==> src/elevator_pkg.sv <==
/*
 * Elevator floor request controller, shared definitions
 * Floor count, floor number width, button mask type and the
 * request queue sizing used across the whole controller
 */

package elevator_pkg;

    //////////////////////////////
    // Floors
    //////////////////////////////

    // Floors served, numbered 0 to NUM_FLOORS-1
    localparam int NUM_FLOORS = 11;

    // Bits needed to hold a floor number
    localparam int FLOOR_W = 4;

    // A single floor number
    typedef logic [FLOOR_W-1:0] floor_t;

    // One bit per floor, used for buttons and lamps
    typedef logic [NUM_FLOORS-1:0] floor_mask_t;

    //////////////////////////////
    // Request queue
    //////////////////////////////

    // Each floor is pending at most once, so 16 entries always suffice
    localparam int QUEUE_DEPTH = 16;

    // Read and write pointer width
    localparam int QUEUE_PTR_W = 4;

endpackage

==> src/request_latch.sv <==
/*
 * Request latch
 * Samples call and panel buttons, keeps the button lamps and
 * reports at most one newly accepted floor per cycle. The lowest
 * eligible floor wins, and a held button is taken on a later cycle.
 * Lamps of the current floor are cleared on arrival.
 */

`timescale 1ns/1ns

module request_latch
    import elevator_pkg::*;
(
    input  logic        clock,
    input  logic        reset_n,
    input  logic        arrived,
    input  floor_mask_t floor_call_buttons,
    input  floor_mask_t panel_buttons,
    input  logic        emergency_btn,
    input  logic        power_switch,
    input  floor_t      current_floor,
    output floor_mask_t call_button_lights,
    output floor_mask_t panel_button_lights,
    output logic        new_request,
    output floor_t      new_floor
);

    // Requests are only taken with power on and no emergency
    logic        enabled;
    floor_mask_t here_mask;
    floor_mask_t eligible;
    floor_mask_t pick_mask;
    floor_mask_t clear_mask;
    floor_t      pick_floor;
    logic        found;

    assign enabled = power_switch && !emergency_btn;

    //////////////////////////////
    // Candidate floors
    //////////////////////////////

    // One-hot of the floor the car is standing at
    always_comb begin
        for (int i = 0; i < NUM_FLOORS; i++) begin
            here_mask[i] = (current_floor == FLOOR_W'(i));
        end
    end

    // Pressed on either set, not lit on either set, not the current floor
    assign eligible = (floor_call_buttons | panel_buttons)
                    & ~(call_button_lights | panel_button_lights)
                    & ~here_mask;

    // Lowest eligible floor wins
    always_comb begin
        found      = 1'b0;
        pick_floor = '0;
        pick_mask  = '0;
        for (int i = 0; i < NUM_FLOORS; i++) begin
            if (eligible[i] && !found) begin
                found        = 1'b1;
                pick_floor   = FLOOR_W'(i);
                pick_mask[i] = 1'b1;
            end
        end
    end

    // One floor per cycle, pushed on the same edge the lamp lights
    assign new_request = enabled && found;
    assign new_floor   = pick_floor;

    //////////////////////////////
    // Lamp registers
    //////////////////////////////

    // Both lamps of the current floor go dark on arrival
    assign clear_mask = arrived ? here_mask : '0;

    always_ff @(posedge clock or negedge reset_n) begin
        if (!reset_n) begin
            call_button_lights  <= '0;
            panel_button_lights <= '0;
        end else begin
            // Clear wins over a set of the same floor
            if (new_request) begin
                call_button_lights  <= (call_button_lights
                                       | (pick_mask & floor_call_buttons))
                                       & ~clear_mask;
                panel_button_lights <= (panel_button_lights
                                       | (pick_mask & panel_buttons))
                                       & ~clear_mask;
            end else begin
                call_button_lights  <= call_button_lights & ~clear_mask;
                panel_button_lights <= panel_button_lights & ~clear_mask;
            end
        end
    end

endmodule

==> src/request_queue.sv <==
/*
 * Request queue
 * Circular buffer of pending floors in arrival order. The head is
 * the target floor. Push and pop may share an edge, and the queue
 * never fills since every floor is pending at most once.
 */

`timescale 1ns/1ns

module request_queue
    import elevator_pkg::*;
(
    input  logic   clock,
    input  logic   reset_n,
    input  logic   push,
    input  logic   pop,
    input  floor_t push_floor,
    output floor_t target_floor,
    output logic   request_pending
);

    // Entry storage, no reset on payload
    floor_t mem [QUEUE_DEPTH];

    logic [QUEUE_PTR_W-1:0] rd_ptr;
    logic [QUEUE_PTR_W-1:0] wr_ptr;

    // Occupancy, one extra bit so a full queue is representable
    logic [QUEUE_PTR_W:0]   count;

    //////////////////////////////
    // Storage
    //////////////////////////////

    always_ff @(posedge clock) begin
        if (push) begin
            mem[wr_ptr] <= push_floor;
        end
    end

    //////////////////////////////
    // Pointers and count
    //////////////////////////////

    always_ff @(posedge clock or negedge reset_n) begin
        if (!reset_n) begin
            rd_ptr <= '0;
            wr_ptr <= '0;
            count  <= '0;
        end else begin
            // Pointers wrap on their own at the power of two depth
            if (push) begin
                wr_ptr <= wr_ptr + 1'b1;
            end
            if (pop) begin
                rd_ptr <= rd_ptr + 1'b1;
            end

            case ({push, pop})
                2'b10:   count <= count + 1'b1;
                2'b01:   count <= count - 1'b1;
                default: count <= count;
            endcase
        end
    end

    //////////////////////////////
    // Head of queue
    //////////////////////////////

    assign request_pending = (count != '0);

    // Shows floor zero while nothing is queued
    assign target_floor = request_pending ? mem[rd_ptr] : '0;

endmodule

==> src/dispatch.sv <==
/*
 * Dispatch
 * Drives the target floor, travel direction and activate level to
 * the motion machine, flags arrival at the target and grants door
 * requests while the car stands still with power on
 */

`timescale 1ns/1ns

module dispatch
    import elevator_pkg::*;
(
    input  logic   clock,
    input  logic   reset_n,
    input  floor_t target_floor,
    input  logic   request_pending,
    input  floor_t current_floor,
    input  logic   elevator_moving,
    input  logic   emergency_btn,
    input  logic   power_switch,
    input  logic   door_open_btn,
    input  logic   door_close_btn,
    output floor_t elevator_floor_selector,
    output logic   activate_elevator,
    output logic   direction_selector,
    output logic   door_open_allowed,
    output logic   door_close_allowed,
    output logic   arrived
);

    logic idle;
    logic serve;
    logic travel;

    // Car still with power on
    assign idle = power_switch && !elevator_moving;

    // A pending request can be acted on
    assign serve = idle && !emergency_btn && request_pending;

    // Standing at the target, consumed by latch and queue on the next edge
    assign arrived = serve && (target_floor == current_floor);
    assign travel  = serve && (target_floor != current_floor);

    // Selector is the head of the queue
    assign elevator_floor_selector = target_floor;

    //////////////////////////////
    // Motion request
    //////////////////////////////

    always_ff @(posedge clock or negedge reset_n) begin
        if (!reset_n) begin
            activate_elevator  <= 1'b0;
            direction_selector <= 1'b0;
        end else if (arrived) begin
            activate_elevator <= 1'b0;
        end else if (travel) begin
            activate_elevator  <= 1'b1;
            // High is up
            direction_selector <= (target_floor > current_floor);
        end else if (elevator_moving) begin
            // Keep the current run going
            activate_elevator  <= activate_elevator;
            direction_selector <= direction_selector;
        end else begin
            activate_elevator <= 1'b0;
        end
    end

    //////////////////////////////
    // Door grants
    //////////////////////////////

    always_ff @(posedge clock or negedge reset_n) begin
        if (!reset_n) begin
            door_open_allowed  <= 1'b0;
            door_close_allowed <= 1'b0;
        end else if (idle) begin
            door_open_allowed  <= door_open_btn;
            door_close_allowed <= door_close_btn;
        end else begin
            door_open_allowed  <= 1'b0;
            door_close_allowed <= 1'b0;
        end
    end

endmodule

==> src/floor_logic_control_unit.sv <==
/*
 * Floor logic control unit
 * Top level of the elevator floor request controller. Connects the
 * request latch, the request queue and the dispatch block between
 * the car buttons and the motion state machine.
 */

`timescale 1ns/1ns

module floor_logic_control_unit
    import elevator_pkg::*;
(
    input  logic        clock,
    input  logic        reset_n,

    // Buttons
    input  floor_mask_t floor_call_buttons,
    input  floor_mask_t panel_buttons,
    input  logic        door_open_btn,
    input  logic        door_close_btn,
    input  logic        emergency_btn,
    input  logic        power_switch,

    // Status from the motion machine
    input  floor_t      current_floor,
    input  logic        elevator_moving,

    // Commands to the motion machine
    output floor_t      elevator_floor_selector,
    output logic        direction_selector,
    output logic        activate_elevator,
    output logic        door_open_allowed,
    output logic        door_close_allowed,

    // Lamps
    output floor_mask_t call_button_lights,
    output floor_mask_t panel_button_lights
);

    logic   new_request;
    floor_t new_floor;
    floor_t target_floor;
    logic   request_pending;
    logic   arrived;

    //////////////////////////////
    // Input side
    //////////////////////////////

    request_latch request_latch_inst (
        .clock               (clock),
        .reset_n             (reset_n),
        .arrived             (arrived),
        .floor_call_buttons  (floor_call_buttons),
        .panel_buttons       (panel_buttons),
        .emergency_btn       (emergency_btn),
        .power_switch        (power_switch),
        .current_floor       (current_floor),
        .call_button_lights  (call_button_lights),
        .panel_button_lights (panel_button_lights),
        .new_request         (new_request),
        .new_floor           (new_floor)
    );

    //////////////////////////////
    // Pending floors
    //////////////////////////////

    request_queue request_queue_inst (
        .clock           (clock),
        .reset_n         (reset_n),
        .push            (new_request),
        .pop             (arrived),
        .push_floor      (new_floor),
        .target_floor    (target_floor),
        .request_pending (request_pending)
    );

    //////////////////////////////
    // Output side
    //////////////////////////////

    dispatch dispatch_inst (
        .clock                   (clock),
        .reset_n                 (reset_n),
        .target_floor            (target_floor),
        .request_pending         (request_pending),
        .current_floor           (current_floor),
        .elevator_moving         (elevator_moving),
        .emergency_btn           (emergency_btn),
        .power_switch            (power_switch),
        .door_open_btn           (door_open_btn),
        .door_close_btn          (door_close_btn),
        .elevator_floor_selector (elevator_floor_selector),
        .activate_elevator       (activate_elevator),
        .direction_selector      (direction_selector),
        .door_open_allowed       (door_open_allowed),
        .door_close_allowed      (door_close_allowed),
        .arrived                 (arrived)
    );

endmodule

==> config.mk <==
export PLATFORM = sky130hd
export DESIGN_NAME = floor_logic_control_unit
export DESIGN_NICKNAME = d
export VERILOG_FILES = /design/src/elevator_pkg.sv /design/src/request_latch.sv /design/src/request_queue.sv /design/src/dispatch.sv /design/src/floor_logic_control_unit.sv
export SDC_FILE = /design/constraint.sdc
export NUM_CORES = 1
export LEC_CHECK = 0
export BUFFER_PORTS_ARGS = -buffer_cell sky130_fd_sc_hd__buf_4
export CAP_MARGIN = 20
export CORE_AREA = 2 2 110 112
export CTS_CLUSTER_DIAMETER = 50
export DETAILED_ROUTE_END_ITERATION = 10
export DIE_AREA = 0 0 112 114
export GPL_TIMING_DRIVEN = 0
export PLACE_DENSITY_LB_ADDON = 0.3
export SYNTH_ARGS = -nofsm -noshare
export SYNTH_HDL_FRONTEND = slang
export SYNTH_SLANG_ARGS = --single-unit
==> constraint.sdc <==
create_clock -name clock -period 10 [get_ports clock]
set_clock_uncertainty 0.05 [all_clocks]
set_input_delay 0 -clock clock [delete_from_list [all_inputs] [get_ports clock]]
set_output_delay 0 -clock clock [all_outputs]
set_load 0.05 [all_outputs]
# Word-level counts from Yosys, hierarchy flattened
# Memory sizes are Yosys's and may differ from the RTL's.
# Cells that the tools add are included.
[op_classes]
addsub = 4
magnitude_cmp = 1
eq_ne = 15
n_mux = 43
n_bitwise = 16
n_reduce_logical = 33
[ops]
columns = ["op", "n"]
rows = [
  ["AND 11 bit", 8],
  ["OR 11 bit", 4],
  ["2-to-1 mux 11 bit", 3],
  ["NOT 11 bit", 3],
  ["2-to-1 mux 1 bit", 29],
  ["logical AND 1 bit", 17],
  ["== test 4 x 3 -> 1 bit, second input constant", 4],
  ["2-to-1 mux 4 bit", 4],
  ["== test 4 bit, second input constant", 3],
  ["zero test 1 bit", 12],
  ["2-to-1 mux 3 bit", 4],
  ["case mux 5 bit (2 select lines)", 1],
  ["adder 4 x 1 -> 4 bit, second input constant", 2],
  ["== test 4 x 2 -> 1 bit, second input constant", 2],
  ["adder 5 x 1 -> 5 bit, second input constant", 1],
  ["nonzero test 5 bit", 1],
  ["subtractor 5 x 1 -> 5 bit, second input constant", 1],
  ["== test 4 x 1 -> 1 bit, second input constant", 1],
  ["== test 4 bit", 1],
  ["greater-than comparator 4 bit", 1],
  ["zero test 4 bit", 1],
  ["2-to-1 mux 2 bit", 2],
  ["!= test 4 bit", 1],
  ["!= test 3 x 1 -> 1 bit, second input constant", 1],
  ["5 further kinds", 5],
]
[word_totals]
regBits = 39
ramBits = 64
inputBits = 33
elab_cells = 122
memories = 1
[memory_table]
columns = ["name", "depth", "width", "rd", "rd_clocked_by_memory_dff", "wr", "line", "rtl"]
rows = [
  ["request_queue_inst.mem", 16, 4, 1, 0, 1, "request_queue.sv:23", "floor_t mem [QUEUE_DEPTH];"],
]

# Depth between registers and ports, before layout
# Gate-level depths: netlist (run 1).
[depth]
depth_word = 39
ltp_mapped = 19
depth_no_buf = 16

# Hierarchy
# From an unflattened synthesis (run 1), not the netlist that was laid out.
[hier_totals]
hier_cells = 392
area_unflattened_um2 = 5159.9
[by_module_without_submodules]
columns = ["mod", "n_inst", "cells_each", "area_each_um2"]
rows = [
  ["request_queue", 1, 194, 3373.2],
  ["request_latch", 1, 171, 1505.2],
  ["dispatch", 1, 27, 281.5],
]

# Worst setup path after synthesis (run 1)
# Ideal clock, no wire load.
[synth_path]
path_type = "reg-to-reg"
from = "register request_queue_inst.rd_ptr[0]"
to = "register request_queue_inst.count[4]"
arrival_ps = 4862
required_ps = 9871
path_slack_ps = 5009
path_stages_with_launch = 20
path_buffers = 4
period_less_slack_ps = 4991
cell_sequence = "dfrtp_1 -> buf_2 -> buf_2 -> mux4_2 -> mux4_2 -> nor2b_1 -> ha_1 -> nand4_1 -> nor4_2 -> buf_2 -> ha_1 -> clkbuf_1 -> xor2_1 -> ha_1 -> o21a_1 -> o21ai_0 -> o21bai_1 -> xnor2_1 -> nor2_1 -> xor2_1"
[synth_between]
elab_chain_cells = 6
elab_cells_between_ends = 8
classes_between = "eq/ne: 3; mux: 2; reduce/logical: 2; memory: 1"
[synth_rtl]
columns = ["item", "line", "rtl"]
rows = [
  ["start, declared", "request_queue.sv:25", "logic [QUEUE_PTR_W-1:0] rd_ptr;"],
  ["start signal, assigned", "request_queue.sv:56", "rd_ptr <= rd_ptr + 1'b1;"],
  ["memory read (16 x 4 bit) (*)", "n/a", ""],
  ["2-to-1 mux 4 bit (*)", "request_queue.sv:74", "assign target_floor = request_pending ? mem[rd_ptr] : '0;"],
  ["via elevator_floor_selector[2]", "floor_logic_control_unit.sv:29", "output floor_t elevator_floor_selector,"],
  ["== test 4 bit (*)", "dispatch.sv:42", "assign arrived = serve && (target_floor == current_floor);"],
  ["logical AND 1 bit (*)", "dispatch.sv:42", ""],
  ["via arrived", "floor_logic_control_unit.sv:44", "logic arrived;"],
  ["== test 2 x 1 -> 1 bit or == test 2 bit (tied branches)", "request_queue.sv:59", "case ({push, pop})"],
  ["case mux 5 bit (2 select lines) or nonzero test 2 bit (tied branches)", "n/a", ""],
  ["end signal, assigned", "request_queue.sv:60", "2'b10: count <= count + 1'b1;"],
  ["end signal, assigned", "request_queue.sv:61", "2'b01: count <= count - 1'b1;"],
  ["end signal, assigned", "request_queue.sv:62", "default: count <= count;"],
  ["end, declared", "request_queue.sv:29", "logic [QUEUE_PTR_W:0] count;"],
]
# Mark *: on every way through the listed nets, which the timed path passes. The rest lies on a longest branch.
# A chain may end at the register's enable or synchronous reset.

# Worst setup path in the final report (run 1)
[layout_path]
from = "register request_queue_inst.rd_ptr[1]"
to = "register request_queue_inst.count[4]"
[layout_between]
elab_chain_cells = 6
elab_cells_between_ends = 8
classes_between = "eq/ne: 3; mux: 2; reduce/logical: 2; memory: 1"
[layout_rtl]
columns = ["item", "line"]
rows = [
  ["memory read (16 x 4 bit) (*)", "n/a"],
  ["2-to-1 mux 4 bit (*)", "request_queue.sv:74"],
  ["== test 4 bit (*)", "dispatch.sv:42"],
  ["logical AND 1 bit (*)", "dispatch.sv:42"],
  ["via arrived", "floor_logic_control_unit.sv:44"],
  ["== test 2 x 1 -> 1 bit or == test 2 bit (tied branches)", "request_queue.sv:59"],
  ["case mux 5 bit (2 select lines) or nonzero test 2 bit (tied branches)", "n/a"],
]
# Marked as above.

==> flow_summary.toml, run 1 <==
[sta]
slew_violations = 0
whs_ns = 0.0269
min_period_ns = 5.80
worstMarginPinSlew_ns = 1.00
finalSetupViolations = 0
rsz0062_at_grt = "no"
fin_crit_sh_pct = 58.0
timing_hold_violations_final = 0
timing.final.ws_setup_ns = 4.20
slew_headroom_pct = 32.9
tns_ns = 0
fmax_mhz = 172

[worst_setup_path]
critPathKind = "flop to flop"
crit_start = "request_queue_inst.rd_ptr[1]"
worstReg2RegEnd = "request_queue_inst.count[4]"
cp-endpoint = "request_queue_inst.count[4]"
cp.arrival_ns = 6.02
cpPeakStageDelay_ns = 0.65
crit_path_top_delay_cell = "nor4_2"
regToRegStartpoint = "request_queue_inst.rd_ptr[1]"
end_kind = "flop"
path_cells = "clkbuf_1, clkbuf_1, mux4_2, mux4_2, nor2b_1, ha_1, nand4_1, nor4_2, buf_2, ha_1, clkbuf_1, xor2_1, ha_1, o21a_1, o21ai_0, o21bai_1, xnor2_1, nor2_1, xor2_1"
reg2regPathDepth = 19
reg2reg_slack_ns = 4.20
cp-start-kind = "flop"
worstPathMaxFanout = 11
worst_ep_required_time_ns = 10.22

[logic_synthesis]
yosysSeqAreaShare_pct = 57.1
synth-main-ff-cell = "edfxtp_1"
synth_cell_type_count = 58
yosys_warnings = 0
ys_seq_elements = 103
syn_area_per_cell_sq_um = 13.1
synth_top_cell_by_area = "edfxtp_1"
async_flop_share_pct = 37.9
synth_fp_nets = 434
synthesis.area_sq_mm = 0.00508
synth_top_area_share_pct = 37.9
synth_area_leaders = "edfxtp_1 (38%), dfrtp_1 (19%), mux4_2 (8.4%)"
synth_edf_count = 64
postSynthCellCount = 388

[finish]
final_layout_size_suffix_gt1_share_pct = 23.3
fillCellCount = 984
multi_input_area_sq_mm = 0.00204
syn2layout_area_growth_pct = 24.8
fin_nets = 538
ff_latch_area_sq_mm = 0.00290
final_util_pct = 54.1
antennaDiodeCount = 0
stdcell_area_sq_mm = 0.00633

[clocking]
clock_path_buffers = 2
worstSkewPairLatency_ns = 0.34
htreeDepth = 3
cts_tree = "yes"
cts_root_buffer = "clkbuf_16"
clk_pin_slew_worst_paths_ns = 0.07
cts_buffers = 9
cts_resized = 0
clock_sinks = 103

[detailed_routing]
highest_layer = "met4"
via_per_inst = 5.61
met3_length_um = 541
wl_per_cell_um = 17.8
dr_wl_met2_mm = 5.53
wirelength_mm = 11.5
drc = 0
wl_met1_mm = 5.18
antenna_left = 0
vias = 3614
drt-pass1-iter-count = 5
first_iter_violations = 274

[floorplan]
die_x_um = 112
ios = 63
die_area_sq_mm = 0.0128
rows = 40
core_sq_mm = 0.0117
chipHeight_um = 114
initial_core_util_pct = 43.4

[global_route]
grt_max_degree = 40
grt_overflow = 0
groute.usage.overall_pct = 18.2
grt_pass1_vias = 3653
grt_pass1_wl_mm = 18.2
antenna_found_initial = 0

[placement]
placedInstanceArea_sq_mm = 0.00572
dp_hpwl_mm = 8.24
port-buffer-count = 60
place.gp.congestion = 0.868
dp_slack_ns = 4.18

[flow_run]
drv_cap = 0

[status]
run_status = "complete, no violations"

[power_and_ir_drop]
p_leak_uw = 0.00254
ir_drop_mv = 0.228
cellPowerDensity_mw_per_mm2 = 295

[worst_hold_path]
hold_path_class = "input pin to flop"
hp-start = "current_floor[0]"
-- worst max-delay path, delay by kind of cell, from the launching register on --
| family | cells | cell delay [ns] |
|---|---|---|
| AOI/OAI and AO/OA | 3 | 0.40 |
| adders and majority gates | 3 | 0.82 |
| DFF | 1 | 0.35 |
| xor gates and xnor gates | 3 | 0.40 |
| and+or+nand+nor | 4 | 1.10 |
| buffers and inverters | 4 | 1.71 |
| muxes | 2 | 0.91 |
-- state kept, by name, summed over array words and instances (netlist names) --
signal and flops:
request_queue_inst.mem 64, request_queue_inst.count 5, request_queue_inst.rd_ptr 4, dispatch_inst.door_close_allowed 1, request_latch_inst.call_button_lights 11, dispatch_inst.direction_selector 1, request_latch_inst.panel_button_lights 11, dispatch_inst.door_open_allowed 1
request_queue_inst.wr_ptr 4, dispatch_inst.activate_elevator 1
-- cells by family after synthesis --
kind of cell	count (synthesis)	synth area share, %
AND/OR/NAND/NOR	130	13.6
adder cells (fa/ha/maj)	13	3.20
AO/OA/AOI/OAI	78	11.6
multiplexers	24	9.49
flip-flops	103	57.1
XOR/XNOR	13	2.24
buffers and inverters	27	2.76
-- area by class of cell --
type | count | share of cell area [%]
repair buffers | 93 | 12.3
inverters | 10 | 0.593
clock inverters | 6 | 1.05
plain buffers | 17 | 1.62
multi-input cells | 258 | 32.2
well taps | 147 | 2.90
flip-flops and latches | 103 | 45.7
clock buffers | 10 | 3.61
-- Yosys cell counts, types with 4 or more instances --
master    instances
edfxtp_1         64
dfrtp_1          39
nor2_1           30
buf_6             4
o21ai_0          11
and3_1           18
xnor2_1           5
a211oi_1          4
o21a_1            6
nand3_1          10
nand2b_1          5
nor2b_1          12
nand2_1          22
nor3_1            7
buf_2             4
and2_1            8
ha_1             13
or2_2             4
a31oi_1           9
a21oi_1          13
a41oi_1           4
mux4_2           19
clkbuf_1          7
xor2_1            8
a32o_1            6
inv_1            10
-- per-stage QoR --
step / instances / power [uW]
floorplan: 388 / 1260
global placement: 595 / 1480
detailed placement: 596 / 1510
CTS: 644 / 1880
global route: 644 / 1960
finish: 644 / 1870
-- how the worst min path moves through the flow --
stage                                                 to  slack, ns  depth (start not counted)
4_1_cts        request_latch_inst.panel_button_lights[6]       0.01                          3
5_1_grt         request_latch_inst.call_button_lights[9]       0.06                          3
3_5_place_dp    request_latch_inst.call_button_lights[4]      -0.04                          1
3_3_place_gp    request_latch_inst.call_button_lights[4]      -0.05                          1
6_report        request_latch_inst.call_button_lights[6]       0.03                          3
2_1_floorplan            dispatch_inst.activate_elevator      -0.35                          0
-- power by group --
group	total, uW	switching (uW)	internal [uW]
Clock	352	156	196
Sequential	683	62.8	620
Combinational	833	536	297
-- cells in the final DEF (no fill, tap or decap), types with 8 or more instances in the layout --
master,n
mux4_2,19
dlygate4sd3_1,32
clkbuf_16,9
a31oi_1,9
dfrtp_1,39
inv_1,10
xor2_1,8
o21ai_0,11
ha_1,13
clkbuf_1,8
nor2b_1,12
buf_4,62
nor2_1,30
a21oi_1,13
and2_1,8
and3_1,18
nand3_1,10
edfxtp_1,64
nand2_1,22
-- what timing repair did --
| item | in CTS | in global routing |
|---|---|---|
| endpoints found under the setup margin | 0 | 0 |
| hold endpoints to repair | 65 | 0 |
| setup buffers | 0 | 0 |
| hold buffers | 32 | 0 |
-- routing by layer --
| metal | up-vias | track usage [%] |
|---|---|---|
| li1 | 1694 | - |
| met1 | 1793 | 24.3 |
| met2 | 110 | 30.1 |
| met3 | 17 | 3.24 |
| met4 | 0 | 6.91 |
| met5 | - | 0 |
Power figures use the tool's default switching activity.
==> run 2: changes to the inputs <==
--- a/config.mk
+++ b/config.mk
@@ -5,6 +5,7 @@
 export SDC_FILE = /design/constraint.sdc
 export NUM_CORES = 1
 export LEC_CHECK = 0
+export ABC_AREA = 1
 export BUFFER_PORTS_ARGS = -buffer_cell sky130_fd_sc_hd__buf_4
 export CAP_MARGIN = 20
 export CORE_AREA = 2 2 110 112
==> constraint.sdc (replaced) <==
create_clock -name clock -period 5.7 [get_ports clock]
set_clock_uncertainty 0.05 [all_clocks]
set_input_delay 0 -clock clock [delete_from_list [all_inputs] [get_ports clock]]
set_output_delay 0 -clock clock [all_outputs]
set_load 0.05 [all_outputs]
==> run 2 against run 1 <==
Against the previous run:
- global-route usage is 2.9 points higher
- sequential cell count stayed put
- the flow now finishes with violations (negative hold slack)
- combinational power is 8.5% higher
- core utilization is 0.81 points higher
- fmax is 22% higher
==> flow_summary.toml, run 2 <==
[sta]
fin_crit_sh_pct = 83.2
whs_ns = -0.000434
slew_violations = 0
fmax_mhz = 211
finalSetupViolations = 0
min_period_ns = 4.74
rsz0062_at_grt = "no"
slew_headroom_pct = 43.5
timing_hold_violations_final = 1
worstMarginPinSlew_ns = 0.845
tns_ns = 0

[power_and_ir_drop]
total_power_uw = 2520
switching_power_uw = 952
clkPwrFrac_pct = 29.0
p_int_uw = 1570
p_leak_uw = 0.00297
p_seq_share_pct = 35.1
cellPowerDensity_mw_per_mm2 = 392
ir_drop_mv = 0.316
p_comb_share_pct = 35.9
netSwitchingFraction_pct = 37.8

[logic_synthesis]
synth_top_area_share_pct = 37.5
synth-main-ff-cell = "edfxtp_1"
synthesis.area_sq_mm = 0.00513
synth_fp_nets = 589
yosysMostFrequentCell = "nor2_1"
postSynthCellCount = 543
synth_edf_count = 64
ys_seq_elements = 103
syn_area_per_cell_sq_um = 9.44
synth_cell_type_count = 37
synth_common_cells = "nor2_1 (106), inv_1 (75), edfxtp_1 (64)"
synth_top_cell_by_area = "edfxtp_1"
yosysSeqAreaShare_pct = 56.5
async_flop_share_pct = 37.9
yosys_warnings = 0
synth_area_leaders = "edfxtp_1 (37%), dfrtp_1 (19%), nor2_1 (7.8%)"

[finish]
final_layout_size_suffix_gt1_share_pct = 17.1
antennaDiodeCount = 0
regMostFlops = "request_queue_inst.mem"
syn2layout_area_growth_pct = 25.4
final_cell_mix = "nor2_1 (106), inv_1 (75), edfxtp_1 (64), buf_4 (62), o21ai_0 (44)"
fillCellCount = 1009
fin_nets = 692
top_regs = "request_queue_inst.mem: 64 flops, request_latch_inst.call_button_lights: 11 flops, request_latch_inst.panel_button_lights: 11 flops"
layout_commonest_cell = "nor2_1"
largest_reg_flops = 64
layout.cells.non_filler = 798

[global_route]
antenna_found_initial = 0
groute.usage.overall_pct = 21.1
grt_max_degree = 40
grt_pass1_wl_mm = 21.1
grt_pass1_vias = 4224
grt_overflow = 0

[clocking]
htreeDepth = 3
clk_pin_slew_worst_paths_ns = 0.07
clock_sinks = 103
cts_tree = "yes"
cts_buffers = 9
clock_path_buffers = 2
cts_root_buffer = "clkbuf_16"
cts_resized = 0
postCtsHoldBufs = 30
worstSkewPairLatency_ns = 0.35
post_cts_buffers = 0

[detailed_routing]
vias = 4204
antenna_left = 0
first_iter_violations = 325
via_per_inst = 5.27
wl_per_cell_um = 16.3
drt-pass1-iter-count = 5
drc = 0
wirelength_mm = 13.0

[floorplan]
core_sq_mm = 0.0117
die_area_sq_mm = 0.0128
initial_core_util_pct = 43.8
rows = 40
ios = 63
die_x_um = 112
chipHeight_um = 114

[worst_setup_path]
cp.arrival_ns = 4.93
cp-start-kind = "flop"
worstPathMaxFanout = 10
end_kind = "flop"
critPathKind = "flop to flop"
worst_ep_required_time_ns = 5.89

[flow_run]
drv_cap = 0

[status]
violations = "negative hold slack"
run_status = "finished, violations left"

[placement]
dp_hpwl_mm = 9.08
place.gp.congestion = 0.904
dp_cells = 752
port-buffer-count = 62

[worst_hold_path]
hold_path_class = "input pin to flop"
[run 2: changes by cell type after synthesis, moves of 18 or more]
cell / previous run / this run
nor2_1: 30 / 106
inv_1: 10 / 75
o21ai_0: 11 / 44
nand3_1: 10 / 36
a21oi_1: 13 / 32
mux4_2: 19 / 0
nand2_1: 22 / 40
[run 2: stage by stage]
stage | cell area, sq um | hold slack [ns] | setup slack, ns | util [%]
global placement | 5780 | -0.0406 | 1.26 | 49.3
floorplan | 5130 | -0.346 | 1.38 | -
detailed placement | 5780 | -0.0271 | 1.10 | 49.3
finish | 6430 | -0.000434 | 0.956 | 54.9
global route | 6430 | 0.0377 | 0.459 | 54.9
CTS | 6430 | 0.00403 | 1.08 | 54.9
[run 2: cell families (layout without fill, tap and decap cells)]
logic type	after synthesis	count (layout)	share of synthesized area (%)
AOI/OAI and AO/OA	101	101	11.2
xor gates and xnor gates	10	10	1.71
adders and majority gates	13	13	3.17
buffers and inverters	95	203	7.37
DFF	103	103	56.5
and+or+nand+nor	221	221	20.0
[run 2: power groups by stage]
stage               logic (uW)  registers (uW)  clock network (uW)
floorplan                  516             973                   0
global placement           852             897                   0
detailed placement         875             899                   0
CTS                        896             884                 737
global route               981             891                 772
finish                     904             884                 731
[run 2: cell type report]
| cell class | count | area, sq um | share of cell area [%] |
|---|---|---|---|
| inverters | 80 | 305 | 4.75 |
| multi-input cells | 345 | 1850 | 28.8 |
| flip-flops and latches | 103 | 2900 | 45.1 |
| plain buffers | 15 | 72.6 | 1.13 |
| well taps | 147 | 184 | 2.86 |
| repair buffers | 92 | 766 | 11.9 |
| clock buffers | 10 | 239 | 3.72 |
| clock inverters | 6 | 115 | 1.79 |
[run 2: final timing paths]
| kind | to | depth (start not counted) | slack (ns) | start |
|---|---|---|---|---|
| min in group asynchronous | request_queue_inst.rd_ptr[2] | 2 | 0.13 | reset_n |
| worst max register to register | request_queue_inst.count[4] | 21 | 0.96 | request_queue_inst.rd_ptr[1] |
| worst max-delay path | request_queue_inst.count[4] | 21 | 0.96 | request_queue_inst.rd_ptr[1] |
| worst min-delay path | request_latch_inst.panel_button_lights[7] | 5 | -0.0004 | panel_buttons[7] |
| worst min register to register | request_queue_inst.count[4] | 1 | 0.43 | request_queue_inst.count[4] |
| max in group asynchronous | request_latch_inst.call_button_lights[0] | 2 | 5.12 | reset_n |
[run 2: worst max-delay path: stages, from the launching register on]
cell	delay, ns
dfrtp_1	0.50
inv_1	0.27
clkbuf_1	0.48
o21ai_0	0.18
o22ai_1	0.14
o21ai_0	0.17
a21oi_1	0.39
ha_1	0.20
nand2_1	0.05
inv_1	0.06
nand3_1	0.13
nor2_2	0.38
ha_1	0.36
xor2_1	0.13
ha_1	0.21
a21oi_1	0.19
o21ai_0	0.16
a21oi_1	0.15
inv_1	0.06
a21oi_1	0.11
o21ai_0	0.11
xnor2_1	0.14
[run 2: metal layers]
| metal | track usage [%] | part of all wire, % | up-vias |
|---|---|---|---|
| met2 | 35.9 | 50 | 147 |
| met3 | 3.56 | 6.1 | 19 |
| li1 | - | - | 2036 |
| met1 | 27.0 | 42 | 2002 |
| met5 | 0 | 0 | - |
| met4 | 8.86 | 1.9 | 0 |
==> run 3: changes to the inputs <==
==> constraint.sdc (replaced) <==
create_clock -name clock -period 4.9 [get_ports clock]
set_clock_uncertainty 0.05 [all_clocks]
set_input_delay 0 -clock clock [delete_from_list [all_inputs] [get_ports clock]]
set_output_delay 0 -clock clock [all_outputs]
set_load 0.05 [all_outputs]
==> run 3 against run 2 <==
Against the previous run:
- the flow now finishes without violations
- sequential power is 17% higher
- critical endpoint unchanged
- largest cell class unchanged
- final cell count stayed put
- global-route usage stayed put
- sequential share of layout area is 0.079 points lower
- sequential cell count stayed put
- design area is 0.18% higher
- via count is 0.40% lower
- critical path type unchanged
- largest power group unchanged
- total power is 17% higher
- count of clock-buffer cells in the layout stayed put
==> flow_summary.toml, run 3 (synthesis gave the netlist of run 2 again) <==
[status]
run_status = "complete, no violations"

[detailed_routing]
wirelength_mm = 13.0
via_per_inst = 5.25
vias = 4187
drc = 0
antenna_left = 0
wl_per_cell_um = 16.3
first_iter_violations = 306
drt-pass1-iter-count = 5

[worst_setup_path]
crit_path_top_delay_cell = "dfrtp_1"
reg2reg_slack_ns = 0.43
reg2regPathDepth = 22
worstPathMaxFanout = 10
cp-start-kind = "flop"
cp.arrival_ns = 4.66
worstReg2RegEnd = "request_queue_inst.count[4]"
end_kind = "flop"
worst_ep_required_time_ns = 5.08
critPathKind = "flop to flop"
path_cells = "clkbuf_1, inv_1, clkbuf_1, o21ai_0, o22ai_1, o21ai_0, a21oi_1, ha_1, nand2_1, inv_1, nand3_1, nor2_4, ha_2, xor2_1, ha_1, a21oi_1, o21ai_0, a21oi_1, inv_1, a21oi_1, o21ai_0, xnor2_1"
cpPeakStageDelay_ns = 0.36
regToRegStartpoint = "request_queue_inst.rd_ptr[0]"

[placement]
place.gp.congestion = 0.904
port-buffer-count = 62
placedInstanceArea_sq_mm = 0.00578
dp_hpwl_mm = 9.08

[sta]
fin_crit_sh_pct = 91.2
rsz0062_at_grt = "no"
slew_violations = 0
worstMarginPinSlew_ns = 0.838
slew_headroom_pct = 44.0
fmax_mhz = 224
tns_ns = 0
min_period_ns = 4.47
timing_hold_violations_final = 0
finalSetupViolations = 0

[global_route]
grt_pass1_wl_mm = 21.1
grt_overflow = 0
grt_pass1_vias = 4224
grt_max_degree = 40
antenna_found_initial = 0
groute.usage.overall_pct = 21.1

[finish]
regMostFlops = "request_queue_inst.mem"
final_cell_mix = "nor2_1 (106), inv_1 (75), edfxtp_1 (64), buf_4 (62), o21ai_0 (44)"
final_layout_size_suffix_gt1_share_pct = 17.7
stdcell_area_sq_mm = 0.00644
top_regs = "request_queue_inst.mem: 64 flops, request_latch_inst.call_button_lights: 11 flops, request_latch_inst.panel_button_lights: 11 flops"
syn2layout_area_growth_pct = 25.7
antennaDiodeCount = 0
fin_nets = 692
layout_commonest_cell = "nor2_1"
largest_reg_flops = 64

[floorplan]
die_x_um = 112
rows = 40
core_sq_mm = 0.0117
ios = 63
initial_core_util_pct = 43.8
die_area_sq_mm = 0.0128
chipHeight_um = 114

[worst_hold_path]
hold_depth = 5
hold_path_class = "input pin to flop"
min_to = "request_latch_inst.panel_button_lights[7]"
hp-start = "panel_buttons[7]"

[power_and_ir_drop]
ir_drop_mv = 0.383
p_leak_uw = 0.00298
cellPowerDensity_mw_per_mm2 = 456

[clocking]
clk_pin_slew_worst_paths_ns = 0.07
htreeDepth = 3
clock_path_buffers = 2
clock_sinks = 103
worstSkewPairLatency_ns = 0.35
cts_tree = "yes"
cts_buffers = 9
cts_root_buffer = "clkbuf_16"

[flow_run]
drv_cap = 0
==> run 3: cell counts in the layout (fill, tap and decap cells not counted) <==
Identical to the previous run, type by type.
==> run 3: power breakdown <==
part           switching, uW  internal (uW)  leakage, uW  total, uW
Sequential              53.1            975      0.00111       1030
Clock                    334            518     0.000175        852
Combinational            723            332      0.00170       1060
==> run 3: final cells by class <==
| class | instances | area (sq um) |
|---|---|---|
| fillers | 1009 | 5270 |
| flip-flops and latches | 103 | 2900 |
| multi-input cells | 345 | 1860 |
| repair buffers | 92 | 766 |
| inverters | 80 | 305 |
| clock buffers | 10 | 239 |
| well taps | 147 | 184 |
| clock inverters | 6 | 115 |
| plain buffers | 15 | 76.3 |
==> run 3: stage by stage <==
step                setup WS [ns]  hold WS, ns  total power, uW  instances  utilization, %
floorplan                   0.583       -0.346             1730        543               -
detailed placement          0.303      -0.0271             2060        752            49.3
CTS                         0.280      0.00403             2930        798            54.9
global placement            0.462      -0.0406             2030        752            49.3
finish                      0.429      0.00110             2940        798            55.0
global route               0.0597       0.0377             3080        798            55.0
==> run 3: timing repair <==
item	in CTS	in global routing
hold buffers	30	0
setup buffers	0	0
resized for setup	0	8
hold endpoints to repair	63	0
endpoints found under the setup margin	0	1
==> run 3: critical path, delay by kind of cell, from the launching register on <==
family,cells,cell delay (ns)
flops,1,0.36
simple gates,3,0.50
buf+inv,5,0.81
xor+xnor,2,0.23
fa+ha+maj,3,0.84
compound gates,9,1.57
==> run 3: worst max-delay path by stage <==
stage / from / to / slack, ns / depth (start not counted)
finish: request_queue_inst.rd_ptr[0] / request_queue_inst.count[4] / 0.43 / 22
global route: request_queue_inst.rd_ptr[0] / request_queue_inst.count[4] / 0.06 / 24
CTS: request_queue_inst.rd_ptr[0] / request_queue_inst.count[4] / 0.28 / 24
detailed placement: request_queue_inst.rd_ptr[0] / request_queue_inst.count[4] / 0.30 / 24
global placement: request_queue_inst.rd_ptr[0] / request_queue_inst.count[4] / 0.46 / 24
floorplan: request_queue_inst.rd_ptr[0] / request_queue_inst.count[4] / 0.58 / 24
==> run 3: per-layer routing <==
metal	global-route usage, %	routed length [um]	up-vias
met5	0	0	-
met4	8.86	241	0
met3	3.56	756	22
met2	35.9	6520	146
met1	27.0	5470	1986
li1	-	-	2033
